[src/div_consts.svh]
// divider constants, operand width and shift-subtract step count
`ifndef DIV_CONSTS_SVH
`define DIV_CONSTS_SVH

// width of one operand, quotient or remainder
`define DIV_WIDTH 32

// one restoring step per quotient bit
`define DIV_STEPS 32

`endif

[src/div_pkg.sv]
// divider types, word and result vectors plus the control state encoding
`include "div_consts.svh"

package div_pkg;

	// dividend, divisor, quotient or remainder
	typedef logic [`DIV_WIDTH-1:0] word_t;

	// {remainder, quotient}, also the width of the working register
	typedef logic [2*`DIV_WIDTH-1:0] dword_t;

	// wide enough to hold DIV_STEPS itself
	typedef logic [$clog2(`DIV_STEPS):0] step_t;

	typedef enum logic [1:0] {
		DIV_IDLE    = 2'b00,
		DIV_BY_ZERO = 2'b01,
		DIV_RUN     = 2'b10,
		DIV_END     = 2'b11
	} div_state_e;

endpackage

[src/div_fsm.sv]
// divider control FSM, sequences load, step, finish and ready and handles annul
`timescale 1ns/1ns

module div_fsm (
	input  logic          clk,
	input  logic          reset_i,
	input  logic          start_i,
	input  logic          annul_i,
	input  div_pkg::word_t opdata2_i,
	input  logic          last_step_i,
	output logic          load_o,
	output logic          load_zero_o,
	output logic          step_en_o,
	output logic          finish_o,
	output logic          clear_o,
	output logic          ready_o
);
	import div_pkg::*;

	div_state_e state_q;
	div_state_e state_d;
	logic       divisor_zero;
	logic       accept;
	logic       ready_q;

	// starts only count while idle
	assign accept       = (state_q == DIV_IDLE) && start_i;
	assign divisor_zero = (opdata2_i == '0);

	assign load_o      = accept && !divisor_zero;
	assign load_zero_o = accept && divisor_zero;
	assign step_en_o   = (state_q == DIV_RUN);
	assign finish_o    = (state_q == DIV_END);
	// an annulled zero-divisor op leaves the result untouched
	assign clear_o     = (state_q == DIV_BY_ZERO) && !annul_i;

	always_comb begin
		state_d = state_q;
		case (state_q)
			DIV_IDLE: begin
				if (start_i) begin
					state_d = divisor_zero ? DIV_BY_ZERO : DIV_RUN;
				end
			end
			DIV_BY_ZERO: state_d = DIV_IDLE;
			DIV_RUN: begin
				// annul wins over a coinciding last step
				if (annul_i) begin
					state_d = DIV_IDLE;
				end else if (last_step_i) begin
					state_d = DIV_END;
				end
			end
			DIV_END: state_d = DIV_IDLE;
			default: state_d = DIV_IDLE;
		endcase
	end

	always_ff @(posedge clk) begin
		if (reset_i) begin
			state_q <= DIV_IDLE;
			ready_q <= 1'b0;
		end else begin
			state_q <= state_d;
			ready_q <= finish_o || clear_o;
		end
	end

	assign ready_o = ready_q;

	// one completion pulse per operation
	ready_single_pulse: assert property (@(posedge clk) disable iff (reset_i)
		ready_o |=> !ready_o);

	// steps only inside a run opened by a nonzero-divisor load
	step_only_in_run: assert property (@(posedge clk) disable iff (reset_i)
		step_en_o |-> $past(load_o || step_en_o));

endmodule

[src/div_step_counter.sv]
// step counter for the shift-subtract loop, flags the final step
`timescale 1ns/1ns
`include "div_consts.svh"

module div_step_counter (
	input  logic clk,
	input  logic reset_i,
	input  logic load_i,
	input  logic load_zero_i,
	input  logic step_en_i,
	output logic last_step_o
);
	import div_pkg::*;

	step_t count_q;

	always_ff @(posedge clk) begin
		if (reset_i || load_i || load_zero_i) begin
			count_q <= '0;
		end else if (step_en_i) begin
			count_q <= count_q + step_t'(1);
		end
	end

	// high during the step that produces the last quotient bit
	assign last_step_o = (count_q == step_t'(`DIV_STEPS - 1));

	// the FSM must leave RUN before the count overshoots
	count_in_range: assert property (@(posedge clk) disable iff (reset_i)
		count_q <= step_t'(`DIV_STEPS));

endmodule

[src/div_shift_sub.sv]
// restoring divider datapath, operand magnitudes and one shift-subtract per cycle
`timescale 1ns/1ns
`include "div_consts.svh"

module div_shift_sub (
	input  logic           clk,
	input  logic           reset_i,
	input  logic           load_i,
	input  logic           load_zero_i,
	input  logic           step_en_i,
	input  logic           signed_div_i,
	input  div_pkg::word_t opdata1_i,
	input  div_pkg::word_t opdata2_i,
	output div_pkg::word_t quotient_o,
	output div_pkg::word_t remainder_o
);
	import div_pkg::*;

	// upper half partial remainder, lower half dividend bits then quotient bits
	dword_t work_q;
	word_t  divisor_q;

	word_t dividend_mag;
	word_t divisor_mag;

	// partial remainder shifted left with the next dividend bit, one bit wider
	logic [`DIV_WIDTH:0]   partial;
	logic [`DIV_WIDTH+1:0] diff;
	logic                  fits;
	dword_t                work_next;

	// two's complement magnitude, the most negative value maps onto itself
	always_comb begin
		dividend_mag = opdata1_i;
		divisor_mag  = opdata2_i;
		if (signed_div_i && opdata1_i[`DIV_WIDTH-1]) begin
			dividend_mag = word_t'(~opdata1_i + word_t'(1));
		end
		if (signed_div_i && opdata2_i[`DIV_WIDTH-1]) begin
			divisor_mag = word_t'(~opdata2_i + word_t'(1));
		end
	end

	always_comb begin
		partial = work_q[2*`DIV_WIDTH-1:`DIV_WIDTH-1];
		diff    = {1'b0, partial} - {2'b00, divisor_q};
		fits    = !diff[`DIV_WIDTH+1];
		if (fits) begin
			work_next = {diff[`DIV_WIDTH-1:0], work_q[`DIV_WIDTH-2:0], 1'b1};
		end else begin
			// restore, partial is below the divisor so its top bit is zero
			work_next = {partial[`DIV_WIDTH-1:0], work_q[`DIV_WIDTH-2:0], 1'b0};
		end
	end

	always_ff @(posedge clk) begin
		if (reset_i || load_zero_i) begin
			work_q <= '0;
		end else if (load_i) begin
			work_q <= {word_t'(0), dividend_mag};
		end else if (step_en_i) begin
			work_q <= work_next;
		end
	end

	always_ff @(posedge clk) begin
		if (load_i) begin
			divisor_q <= divisor_mag;
		end
	end

	assign quotient_o  = work_q[`DIV_WIDTH-1:0];
	assign remainder_o = work_q[2*`DIV_WIDTH-1:`DIV_WIDTH];

endmodule

[src/div_result_fix.sv]
// sign correction of quotient and remainder, holds the last completed result
`timescale 1ns/1ns
`include "div_consts.svh"

module div_result_fix (
	input  logic            clk,
	input  logic            reset_i,
	input  logic            load_i,
	input  logic            load_zero_i,
	input  logic            signed_div_i,
	input  logic            dividend_sign_i,
	input  logic            divisor_sign_i,
	input  logic            finish_i,
	input  logic            clear_i,
	input  div_pkg::word_t  quotient_i,
	input  div_pkg::word_t  remainder_i,
	output div_pkg::dword_t result_o
);
	import div_pkg::*;

	logic   neg_quot_q;
	logic   neg_rem_q;
	word_t  quot_fixed;
	word_t  rem_fixed;
	dword_t result_q;

	always_ff @(posedge clk) begin
		if (reset_i) begin
			neg_quot_q <= 1'b0;
			neg_rem_q  <= 1'b0;
		end else if (load_i || load_zero_i) begin
			// quotient negative when signs differ, remainder follows the dividend
			neg_quot_q <= signed_div_i && (dividend_sign_i ^ divisor_sign_i);
			neg_rem_q  <= signed_div_i && dividend_sign_i;
		end
	end

	assign quot_fixed = neg_quot_q ? word_t'(~quotient_i + word_t'(1)) : quotient_i;
	assign rem_fixed  = neg_rem_q ? word_t'(~remainder_i + word_t'(1)) : remainder_i;

	always_ff @(posedge clk) begin
		if (reset_i || clear_i) begin
			result_q <= '0;
		end else if (finish_i) begin
			result_q <= {rem_fixed, quot_fixed};
		end
	end

	assign result_o = result_q;

endmodule

[src/div_unit.sv]
// multi-cycle integer divider, control FSM with step counter and datapath
`timescale 1ns/1ns
`include "div_consts.svh"

module div_unit (
	input  logic            clk,
	input  logic            reset_i,
	input  logic            signed_div_i,
	input  logic            start_i,
	input  logic            annul_i,
	input  div_pkg::word_t  opdata1_i,
	input  div_pkg::word_t  opdata2_i,
	output div_pkg::dword_t result_o,
	output logic            ready_o
);
	import div_pkg::*;

	logic  load;
	logic  load_zero;
	logic  step_en;
	logic  finish;
	logic  clear;
	logic  last_step;
	word_t quotient;
	word_t remainder;

	div_fsm fsm_inst (
		.clk         (clk),
		.reset_i     (reset_i),
		.start_i     (start_i),
		.annul_i     (annul_i),
		.opdata2_i   (opdata2_i),
		.last_step_i (last_step),
		.load_o      (load),
		.load_zero_o (load_zero),
		.step_en_o   (step_en),
		.finish_o    (finish),
		.clear_o     (clear),
		.ready_o     (ready_o)
	);

	div_step_counter step_counter_inst (
		.clk         (clk),
		.reset_i     (reset_i),
		.load_i      (load),
		.load_zero_i (load_zero),
		.step_en_i   (step_en),
		.last_step_o (last_step)
	);

	div_shift_sub shift_sub_inst (
		.clk          (clk),
		.reset_i      (reset_i),
		.load_i       (load),
		.load_zero_i  (load_zero),
		.step_en_i    (step_en),
		.signed_div_i (signed_div_i),
		.opdata1_i    (opdata1_i),
		.opdata2_i    (opdata2_i),
		.quotient_o   (quotient),
		.remainder_o  (remainder)
	);

	// operand sign bits go straight to the correction stage
	div_result_fix result_fix_inst (
		.clk             (clk),
		.reset_i         (reset_i),
		.load_i          (load),
		.load_zero_i     (load_zero),
		.signed_div_i    (signed_div_i),
		.dividend_sign_i (opdata1_i[`DIV_WIDTH-1]),
		.divisor_sign_i  (opdata2_i[`DIV_WIDTH-1]),
		.finish_i        (finish),
		.clear_i         (clear),
		.quotient_i      (quotient),
		.remainder_i     (remainder),
		.result_o        (result_o)
	);

endmodule

[config.mk]
export PLATFORM = sky130hd
export DESIGN_NAME = div_unit
export DESIGN_NICKNAME = d
export VERILOG_FILES = /design/src/div_pkg.sv /design/src/div_fsm.sv /design/src/div_step_counter.sv /design/src/div_shift_sub.sv /design/src/div_result_fix.sv /design/src/div_unit.sv
export VERILOG_INCLUDE_DIRS = /design/src
export SDC_FILE = /design/constraint.sdc
export NUM_CORES = 1
export LEC_CHECK = 0
export ABC_AREA = 1
export BUFFER_PORTS_ARGS = -buffer_cell sky130_fd_sc_hd__buf_2
export CORE_AREA = 10 10 119 228
export CTS_CLUSTER_SIZE = 30
export DETAILED_ROUTE_END_ITERATION = 12
export DIE_AREA = 0 0 129 238
export GPL_ROUTABILITY_DRIVEN = 0
export PLACE_DENSITY = 0.74
export SYNTH_ARGS = -nofsm -noshare
export SYNTH_HDL_FRONTEND = slang
export SYNTH_SLANG_ARGS = --single-unit
[constraint.sdc]
create_clock -name clk -period 3 [get_ports clk]
set_input_delay 0.6 -clock clk [delete_from_list [all_inputs] [get_ports clk]]
set_output_delay 0.6 -clock clk [all_outputs]
set_load 0.05 [all_outputs]
; ---- Word-level counts from Yosys, hierarchy flattened
; Index checks and enable logic that the tools add are counted.
[classes]
addsub = 6
multipliers = 0
n_div = 0
n_lt_le_gt_ge = 0
eq_ne = 6
n_shift = 0
mux = 12
bitwise_logic = 5
reduce_logical = 21
[op_table]
columns = cell, count
row1 = $mux W32, 6
row2 = $add A32 B1 Y32 const B, 4
row3 = $not A32 Y32, 4
row4 = $mux W64, 1
row5 = $sub A33 B32 Y34, 1
row6 = $logic_not A32 Y1, 1
row7 = $mux W2, 4
row8 = $logic_and A1 B1 Y1, 7
row9 = $add A6 B1 Y6 const B, 1
row10 = $eq A6 B5 Y1 const B, 1
row11 = $logic_or A1 B1 Y1, 6
row12 = $pmux W2 S3, 1
row13 = $eq A2 B2 Y1 const B, 2
row14 = $reduce_or A2 Y1, 2
row15 = $ne A3 B2 Y1 const B, 1
row16 = $eq A2 B1 Y1 const B, 1
row17 = $logic_not A1 Y1, 2
row18 = $logic_not A2 Y1, 1
row19 = $ne A2 B2 Y1 const B, 1
row20 = $reduce_and A2 Y1, 1
row21 = $reduce_bool A2 Y1, 1
row22 = $xor A1 B1 Y1, 1
[word_totals]
ff_bits = 171
latch_bits = 0
ram_bits = 0
rom_bits = 0
inputBits = 69
out_inout_bits = 65
word_cells = 59
n_memories = 0

; ---- Logic depth before layout (Yosys ltp)
; Gate-level depths: netlist of the first run.
[depth]
depth_word = 5
ltp_mapped = 17
ltp_nobuf = 16

; ---- Hierarchy
; A second synthesis of the first run with hierarchy kept.
[hier_totals]
cells_unflattened = 2219
hier_area_um2 = 13606.8
[by_module_without_submodules]
columns = mod, instances, cells_each, area_per_inst_um2, seq_area_each_um2
row1 = div_shift_sub, 1, 1390, 8575.7, 2242.2
row2 = div_result_fix, 1, 729, 4450.5, 1321.3
row3 = div_fsm, 1, 61, 292.8, 60.1
row4 = div_step_counter, 1, 39, 287.8, 120.1

; ---- Least setup slack after synthesis of the first run
; No wires, ideal clock.
[synth_path]
kind = in2reg
start = in opdata2_i[0]
end = reg shift_sub_inst.divisor_q[0], enable pin
setup_time_ns = 0.347
arrival_ns = 1.832
t_required_ns = 2.653
path_slack_ns = 0.820
cell_stages = 9
path_buffers = 2
path_cell_list = inv_1 > ha_1 > nand3_1 > nor2_1 > nand4_1 > nor2_4 > nor2_4 > buf_2 > buf_4
[synth_between]
elab_chain_cells = 3
[synth_lines]
columns = item, line
row1 = start: declaration, div_unit.sv:12  ; input div_pkg::word_t opdata2_i,
row2 = $logic_not A32 Y1, div_fsm.sv:28  ; assign divisor_zero = (opdata2_i == '0);
row3 = $logic_not A1 Y1, div_fsm.sv:30  ; assign load_o = accept && !divisor_zero;
row4 = $logic_and A1 B1 Y1, div_fsm.sv:30
row5 = via fsm_inst.load_o, div_fsm.sv:11  ; output logic load_o,
row6 = end signal: assignment, div_shift_sub.sv:68  ; divisor_q <= divisor_mag;
row7 = end: declaration, div_shift_sub.sv:21  ; word_t divisor_q;
; The timed path passes the listed nets, and every way through them passes these cells.
; A chain may end at the register's enable or synchronous reset.

; ---- Worst setup path after layout of the first run
[layout_path]
start = reg shift_sub_inst.work_q[61]
end = reg shift_sub_inst.work_q[34]
[layout_between]
elab_chain_cells = 2
[layout_lines]
columns = item, line
row1 = start: declaration, div_shift_sub.sv:20  ; dword_t work_q;
row2 = start signal: assignment, div_shift_sub.sv:60  ; work_q <= {word_t'(0), dividend_mag};
row3 = start signal: assignment, div_shift_sub.sv:62  ; work_q <= work_next;
row4 = $sub A33 B32 Y34, div_shift_sub.sv:46  ; diff = {1'b0, partial} - {2'b00, divisor_q};
row5 = $mux W64, div_shift_sub.sv:48  ; if (fits) begin
; No other way between the ends.

==> Flow_metrics.wiki, run 1 <==
{| class="wikitable"
! Metric !! Value
|-
| Synthesis-to-finish area growth || 12.9%
|-
| Standard-cell rows || roughly 80
|-
| Maximum fanout count along the critical path || 17
|-
| WS Path Type || register to register
|-
| Synthesized netlist net count || approximately 2200
|-
| CTS Buf Count || 17
|-
| Die Footprint || 30700 um2
|-
| H-tree lvl count || 4
|-
| Leakage power || 7.27 nW
|-
| Combinational family with the most area after synthesis || simple AND/OR/NAND/NOR gates
|-
| Clock tree from TritonCTS || yes
|-
| Reg2reg path depth || 11
|-
| Iteration-0 DRC count of the detailed router || about 840
|-
| Final number of hold-violating endpoints || 0
|-
| Startpoint type of the worst setup path || register
|-
| Worst slew margin relative to its limit || 54.0%
|-
| Reg2reg setup slack || roughly 0.3 ns
|-
| Height of the die || roughly 240 um
|-
| Worst skew pair latency || 0.45 ns
|-
| Pwr/cell area || about 430 nW/um2
|-
| Area used by multi-input combinational logic || 7380 um2
|-
| Status || finished clean
|-
| Worst Path Required || ~3.3 ns
|-
| Number of synthesized register bits || around 170
|-
| Ant. Diodes || 0
|-
| Worst vdd ir || roughly 0.38 mV
|-
| Total Negative Setup Slacks || 0 ns
|-
| Sort of element at the end of the critical path || register
|-
| Post-detailed-route wirelength per cell || ~19 um
|-
| Count of distinct cell types in the synthesized netlist || 44
|-
| Launch instance of the worst register-to-register path || shift_sub_inst.work_q[61]$_SDFFE_PP0P_
|-
| Final wirelength || approximately 47000 um
|-
| Sequential standard cell area || between 3000 and 4000 um2
|-
| Number of sinks driven by the clock tree || 171
|-
| Skew final || 0.0132 ns
|-
| CP Data Arrival Time || about 3.0 ns
|-
| Total global routing overflow || 0
|-
| Minimum clock period || between 2 and 3 ns
|-
| Count of vias placed by the detailed router || 13944
|-
| Remaining antenna violation count || 0
|-
| Share of cells above drive strength 1 || 10.9%
|-
| Sequential element share of the synthesized area || between 20% and 30%
|-
| Vias in the first global route || about 14000
|-
| Complex-gate fraction of the synthesized area || between 10% and 20%
|-
| Count of fill cells added during filler insertion || roughly 2300
|-
| Fin nets || 2277
|-
| HPWL reported at the end of detailed placement || between 30000 and 40000 um
|-
| Worst r2r dst || shift_sub_inst.work_q[34]$_SDFFE_PP0P_
|-
| CP endpoint || shift_sub_inst.work_q[34]$_SDFFE_PP0P_
|-
| Post-synthesis average cell area || a little over 6 um2
|-
| Antenna violations before repair || 0
|-
| Mean number of vias per cell || 5.65
|-
| Count of maximum capacitance violations || 0
|-
| Root Buffer || clkbuf_16
|-
| Path category of the worst min-delay check || input pin to register
|-
| Worst Hold Margin || roughly 0.35 ns
|-
| Post-cts sizing count || 0
|-
| Post-synthesis simple-gate area fraction || between 30% and 40%
|-
| Global router's overall resource usage || 30.3%
|-
| Die Width || between 100 and 150 um
|-
| Post-synthesis adder-cell area fraction || 3.82%
|-
| Setup repair bufs after CTS || 0
|-
| Mux cell area share after synthesis || 0%
|-
| Post-synthesis cell area || approximately 13000 um2
|-
| DRC violations left || 0
|-
| Total setup violations reported at the end of the flow || 0
|-
| IO Pins || 134
|-
| Input/output buffers || around 130
|-
| Maximum clock rate || 371 MHz
|-
| Global-route wire length before repair || 71600 um
|-
| Hold buffers post-CTS || 0
|-
| Standard cell core area || between 20000 and 25000 um2
|-
| Worst-margin pin slew || 0.683 ns
|-
| Unrepaired setup endpoints after global routing || false
|-
| Synthesized instance count || 2048
|-
| Maximum number of pins on one net before global-route repair || 64
|-
| Starting utilization of the core area || roughly 54%
|-
| Maximum root-to-sink buffer count || 2
|-
| Number of warning messages in the yosys log || 0
|-
| Critical Path Start || shift_sub_inst.work_q[61]$_SDFFE_PP0P_
|-
| Worst min-delay path startpoint || opdata2_i[0]
|-
| Number of iterations in the first detailed-routing pass || 6
|-
| Max Slew Vio Count || 0
|-
| Ratio of final minimum period to clock period || between 80 and 90%
|-
| Fraction of synthesized cell area in xor and xnor cells || just over 6%
|-
| Reg clk slew, reported paths || approximately 0.07 ns
|}
## through the flow
| step | util [%] | instance area (um2) | setup slack (ns) | power (W) | instances |
|---|---|---|---|---|---|
| final | 61.2 | 14300 | 0.305 | 0.00613 | 2466 |
| after global routing | 61.2 | 14300 | 0.103 | 0.00635 | 2466 |
| after CTS | 61.2 | 14300 | 0.364 | 0.00609 | 2466 |
| after detailed placement | 58.6 | 13700 | 0.311 | 0.00377 | 2434 |
| after global placement | 58.6 | 13700 | 0.341 | 0.00376 | 2434 |
| after floorplan | - | 12600 | 0.820 | 0.00334 | 2048 |
## flip-flops by register name (all words and copies together), names as in the netlist
signal,flops
fsm_inst.ready_o,1
step_counter_inst.count_q,6
fsm_inst.state_q,2
result_fix_inst.neg_quot_q,1
result_fix_inst.neg_rem_q,1
shift_sub_inst.divisor_q,32
result_fix_inst.result_o,64
shift_sub_inst.work_q,64
## cells in the mapped netlist (all sizes together)
master   count  area [um2]
and2         4        25.0
nand3      167         856
or2          8        50.1
nor2       222         876
nand2      582        2200
edfxtp      32         961
dfxtp      139        2780
fa           1        20.0
o221ai      14         123
a31oi        9        56.3
inv        324        1220
a21o         1        7.51
nor3        28         150
o41ai        1        8.76
a211oi       1        7.51
nor4         8        50.1
xnor2       28         245
o2bb2ai      1        8.76
clkbuf      40         150
a21oi      126         638
nand4       31         194
a21boi       1        7.51
clkinv       3        11.3
o21ai      120         601
o211ai      12        90.1
o21bai       2        15.0
nor3b        1        7.51
buf         26         153
nand3b      17         128
o31ai        1        12.5
ha          37         463
xor2        61         534
## report_power, final
part / leakage, nW / internal [W] / total, W / switching [W]
registers: 1.43 / 0.00245 / 0.00257 / 0.000113
logic: 5.54 / 0.000352 / 0.00121 / 0.000862
clock network: 0.293 / 0.00133 / 0.00235 / 0.00102
## layer usage
metal  up-vias  share of wire [%]  GRT usage, %
met2       591                 52          55.1
met1      6320                 32          26.9
met4         0                 11          30.2
met3       264                4.6          4.77
met5         -                  0             0
li1       6769                  -             -
## layout by cell type, fill, tap and decap left out, drive strengths merged, types with 2 or more instances in the layout
| cell type | count |
|---|---|
| nand2 | 582 |
| inv | 330 |
| nor2 | 222 |
| buf | 169 |
| nand3 | 167 |
| dfxtp | 139 |
| a21oi | 126 |
| o21ai | 120 |
| xor2 | 61 |
| ha | 37 |
| edfxtp | 32 |
| nand4 | 31 |
| xnor2 | 28 |
| nor3 | 28 |
| clkbuf | 18 |
| nand3b | 17 |
| o221ai | 14 |
| o211ai | 12 |
| a31oi | 9 |
| nor4 | 8 |
| or2 | 8 |
| clkinv | 6 |
| and2 | 4 |
| bufinv | 3 |
| o21bai | 2 |
| clkinvlp | 2 |
## cell type report
| type | instances | share of cell area (%) |
|---|---|---|
| multi-input cells | 1484 | 51.7 |
| flip-flops and latches | 171 | 26.2 |
| inverters | 327 | 8.60 |
| repair buffers | 169 | 6.73 |
| clock buffers | 18 | 3.01 |
| well taps | 283 | 2.48 |
| clock inverters | 14 | 1.29 |
## worst max-delay path, cell delays in order, from the launching register on
cell	delay, ns
dfxtp_1	0.41
ha_1	0.41
nand2_1	0.09
nor3_1	0.34
nand2_1	0.16
nor2_1	0.14
nand2_2	0.16
nand2_2	0.32
buf_4	0.28
nand2_1	0.08
nand3_1	0.07
a21oi_1	0.08
## logic make-up after synthesis
family,after synthesis
buf+inv,393
flops,171
fa+ha+maj,38
simple gates,1068
xor+xnor,89
compound gates,289
## worst min path at each step
stage | end | slack (ns) | cells past startpoint
floorplan | shift_sub_inst.work_q[27]$_SDFFE_PP0P_ | 0.46 | 2
global placement | result_fix_inst.result_o[32]$_SDFFE_PP0P_ | 0.45 | 2
detailed placement | result_fix_inst.result_o[1]$_SDFFE_PP0P_ | 0.46 | 2
CTS | shift_sub_inst.divisor_q[0]$_DFFE_PP_ | 0.35 | 1
global route | shift_sub_inst.divisor_q[0]$_DFFE_PP_ | 0.35 | 1
finish | shift_sub_inst.divisor_q[0]$_DFFE_PP_ | 0.35 | 1
Power figures use the tool's default switching activity.
==> run 2: changes to the inputs <==
--- a/config.mk
+++ b/config.mk
@@ -6,14 +6,13 @@
 export SDC_FILE = /design/constraint.sdc
 export NUM_CORES = 1
 export LEC_CHECK = 0
-export ABC_AREA = 1
 export BUFFER_PORTS_ARGS = -buffer_cell sky130_fd_sc_hd__buf_2
-export CORE_AREA = 10 10 119 228
+export CORE_AREA = 10 10 109 208
 export CTS_CLUSTER_SIZE = 30
 export DETAILED_ROUTE_END_ITERATION = 12
-export DIE_AREA = 0 0 129 238
+export DIE_AREA = 0 0 119 218
 export GPL_ROUTABILITY_DRIVEN = 0
-export PLACE_DENSITY = 0.74
+export PLACE_DENSITY = 0.75
 export SYNTH_ARGS = -nofsm -noshare
 export SYNTH_HDL_FRONTEND = slang
 export SYNTH_SLANG_ARGS = --single-unit
==> Flow_metrics.wiki, run 2 <==
{| class="wikitable"
! Metric !! Value
|-
| Fin nets || 1599 (-30%)
|-
| EDFF count, synth || 32 (unchanged)
|-
| Share of cells above drive strength 1 || 23.9% (+13 points)
|-
| Status || finished, violations left
|-
| Root Buffer || clkbuf_16
|-
| Die Width || 119 um (-7.8%)
|-
| Standard-cell rows || 72 (-8.9%)
|-
| DRC violations left || 0 (unchanged)
|-
| Remaining antenna violation count || 0 (unchanged)
|-
| Final number of hold-violating endpoints || 0 (unchanged)
|-
| Most common cell after layout, fill and taps aside || nor2_1
|-
| Synthesized netlist net count || 1373 (-36%)
|-
| Cell depth of the worst setup path || 9 (-2)
|-
| Reg2reg path depth || 9 (-2)
|-
| Path category of the worst min-delay check || input pin to register
|-
| Total setup violations reported at the end of the flow || 3 (+3)
|-
| Startpoint type of the worst setup path || register
|-
| Top library cells by usage in the layout, fill and taps aside || 157 x nor2_1, 135 x dfxtp_1, 135 x buf_4, 133 x buf_2, 112 x nand2_1
|-
| Input/output buffers || 133 (unchanged)
|-
| Count of distinct cell types in the synthesized netlist || 63 (+43%)
|-
| Mean number of vias per cell || 5.93 (+4.9%)
|-
| Cell chain of the critical path || or4_4 -> or4_4 -> or3_4 -> or3_4 -> or2_4 -> nand2b_4 -> o41ai_4 -> xor2_1 -> o21ai_1
|-
| Yosys top cell area share || 26.7% (+4.7 points)
|-
| Reg2reg setup slack || -0.07 ns (-0.38 ns)
|-
| Worst-margin pin slew || 0.827 ns (+0.144 ns)
|-
| Minimum clock period || 3.07 ns (+0.376 ns)
|-
| Max Slew Vio Count || 0 (unchanged)
|-
| Skew final || 0.0124 ns (-0.000795 ns)
|-
| Critical Path Start || shift_sub_inst.work_q[39]$_SDFFE_PP0P_
|-
| Final non-filler cell total || 1764 (-28%)
|-
| Iteration-0 DRC count of the detailed router || 615 (-27%)
|-
| Sequential element share of the synthesized area || 35.9% (+6.3 points)
|-
| Most used standard cell by instance count after synthesis || nor2_1
|-
| Most area-hungry cell type in the Yosys netlist || dfxtp_1
|-
| Worst vdd ir || 0.377 mV (about the same)
|-
| Sort of element at the end of the critical path || register
|-
| Standard cell core area || 19300 um2 (-17%)
|-
| Top area cells in the synthesized netlist || dfxtp_1 27%, edfxtp_1 9.2%, xor2_1 6.4%
|-
| Vias in the first global route || 10639 (-22%)
|-
| Count of vias placed by the detailed router || 10465 (-25%)
|-
| Synthesis-to-finish area growth || 25.9%
|-
| Post-synthesis cell area || 10400 um2 (-18%)
|-
| Maximum fanout count along the critical path || 3 (-14)
|-
| Global-route wire length before repair || 54900 um (-23%)
|-
| CP endpoint || result_fix_inst.result_o[62]$_SDFFE_PP0P_
|-
| Slowest cell on crit path || or4_4
|-
| Count of fill cells added during filler insertion || 1615 (-30%)
|-
| Starting utilization of the core area || 54.0% (-0.19 points)
|-
| Count of maximum capacitance violations || 0 (unchanged)
|-
| Worst skew pair latency || 0.45 ns (about the same)
|-
| Post-synthesis average cell area || 8.23 um2 (+33%)
|-
| Worst Path Required || 3.33 ns (+0.03 ns)
|-
| Height of the die || 218 um (-8.4%)
|-
| Number of synthesized register bits || 171 (unchanged)
|-
| Violations in the final reports || negative setup slack
|-
| Ratio of final minimum period to clock period || 102% (+13 points)
|-
| Total buffers and inverters traversed by the critical path || 0 (-1)
|-
| Ant. Diodes || 0 (unchanged)
|-
| Setup slack after layout || -0.0710 ns (-0.376 ns)
|-
| WS Path Type || register to register
|-
| Number of warning messages in the yosys log || 0 (unchanged)
|-
| HPWL reported at the end of detailed placement || 27200 um (-26%)
|-
| Maximum root-to-sink buffer count || 2 (unchanged)
|-
| Top FF cell, synth || dfxtp_1
|-
| Maximum clock rate || 326 MHz (-12%)
|-
| Global router's overall resource usage || 26.9% (-3.4 points)
|-
| Total global routing overflow || 0 (unchanged)
|-
| Launch instance of the worst register-to-register path || shift_sub_inst.work_q[39]$_SDFFE_PP0P_
|-
| Number of placed cells counting well taps || 1721 (-29%)
|-
| Reg clk slew, reported paths || 0.07 ns (about the same)
|-
| Clock tree from TritonCTS || yes
|-
| Final wirelength || 35700 um (-24%)
|-
| Most instantiated cells after synthesis || 157 x nor2_1, 139 x dfxtp_1, 112 x nand2_1
|-
| Final core utilization || 68.0% (+6.8 points)
|-
| Leakage power || 5.54 nW (-24%)
|-
| H-tree lvl count || 4 (unchanged)
|-
| Hold buffers post-CTS || 0 (unchanged)
|-
| Total Negative Setup Slacks || -0.151 ns (-0.151 ns)
|-
| Worst r2r dst || result_fix_inst.result_o[62]$_SDFFE_PP0P_
|-
| Fraction of synthesis flops using an asynchronous set or reset pin || 0% (unchanged)
|-
| Unrepaired setup endpoints after global routing || true
|-
| Number of iterations in the first detailed-routing pass || 4 (-2)
|-
| Pwr/cell area || 497 nW/um2 (+16%)
|-
| Worst stage delay on the critical path || 0.52 ns (+0.11 ns)
|-
| Post-detailed-route wirelength per cell || 20.2 um (+6.6%)
|-
| Maximum number of pins on one net before global-route repair || 58 (-9.4%)
|-
| Worst Hold Margin || 0.438 ns (+0.0839 ns)
|-
| Die Footprint || 25900 um2 (-16%)
|-
| Number of sinks driven by the clock tree || 171 (unchanged)
|-
| Worst path top cell family by delay || simple AND/OR/NAND/NOR gates
|-
| Synthesized instance count || 1266 (-38%)
|-
| Worst slew margin relative to its limit || 44.7% (-9.3 points)
|-
| Post-Place Setup Slack || -0.181 ns (-0.493 ns)
|-
| Antenna violations before repair || 0 (unchanged)
|-
| CTS Buf Count || 17 (unchanged)
|-
| CP Data Arrival Time || 3.40 ns (+0.40 ns)
|-
| IO Pins || 134 (unchanged)
|}
-- run 2: changes by cell type after synthesis, moves of 17 or more --
cell / previous run / this run
nand2_1: 576 / 112
inv_1: 318 / 57
nand3_1: 163 / 20
nor2_1: 213 / 157
a211oi_1: 1 / 51
xnor2_1: 28 / 72
a21oi_1: 124 / 88
o21ai_0: 110 / 80
a221oi_1: 0 / 26
nand4_1: 31 / 6
o31ai_1: 0 / 22
a21o_1: 1 / 20
mux2i_1: 0 / 18
clkbuf_1: 40 / 57
-- run 2: final cells by class --
class | count | area (um2) | share of cell area, %
Inverter | 58 | 230 | 1.76
Clock buffer | 19 | 464 | 3.54
Timing Repair Buffer | 273 | 1780 | 13.6
Clock inverter | 13 | 170 | 1.30
Sequential cell | 171 | 3750 | 28.6
Multi-Input combinational cell | 971 | 6390 | 48.8
Tap cell | 259 | 324 | 2.47
-- run 2: cell families after synthesis --
| family | count (synthesis) | synth area share (%) |
|---|---|---|
| adders and majority gates | 38 | 4.64 |
| AOI/OAI and AO/OA | 362 | 22.7 |
| DFF | 171 | 35.9 |
| and+or+nand+nor | 403 | 17.9 |
| buffers and inverters | 125 | 4.60 |
| xor gates and xnor gates | 148 | 12.4 |
| muxes | 19 | 1.84 |
-- run 2: layer usage --
layer	global-route usage, %	up-vias	routed length [um]
met5	0	-	0
met1	21.7	4907	10900
met3	5.76	177	1600
li1	-	4998	-
met2	50.4	383	19500
met4	27.1	0	3690
-- run 2: power breakdown --
part / leakage (nW) / total [W] / internal (W) / switching [W]
logic: 3.79 / 0.00157 / 0.000634 / 0.000936
registers: 1.44 / 0.00258 / 0.00247 / 0.000115
clock network: 0.308 / 0.00236 / 0.00133 / 0.00103
total: 5.54 / 0.00652 / 0.00444 / 0.00208
-- run 2: per-stage QoR --
step	area [um2]	power, W
final	13100	0.00652
after detailed placement	12300	0.00412
after global placement	12300	0.00409
after CTS	12900	0.00645
after floorplan	10500	0.00353
after global routing	13100	0.00676
-- run 2: worst min path at each step --
stage | startpoint | end | slack, ns | cells past startpoint
finish | reset_i | result_fix_inst.neg_rem_q$_SDFFE_PP0P_ | 0.44 | 2
global route | reset_i | result_fix_inst.neg_quot_q$_SDFFE_PP0P_ | 0.44 | 2
detailed placement | result_fix_inst.result_o[61]$_SDFFE_PP0P_ | result_fix_inst.result_o[61]$_SDFFE_PP0P_ | 0.44 | 2
floorplan | step_counter_inst.count_q[1]$_SDFFE_PP0P_ | step_counter_inst.count_q[1]$_SDFFE_PP0P_ | 0.45 | 2
CTS | reset_i | result_fix_inst.neg_quot_q$_SDFFE_PP0P_ | 0.43 | 2
global placement | result_fix_inst.result_o[61]$_SDFFE_PP0P_ | result_fix_inst.result_o[61]$_SDFFE_PP0P_ | 0.44 | 2
-- run 2: repair_timing --
item | CTS | global route
gates resized for setup | 5 | 31
pin swaps | 2 | 15
setup endpoints to repair | 9 | 42
setup buffers | 0 | 10
cloned | 0 | 1
-- run 2: worst reg2reg max path: stages (launching register included) --
cell and delay, ns:
dfxtp_1 0.33, or4_4 0.52, or4_4 0.47, or3_4 0.36
or3_4 0.38, or2_4 0.25, nand2b_4 0.16, o41ai_4 0.23
xor2_1 0.19, o21ai_1 0.07
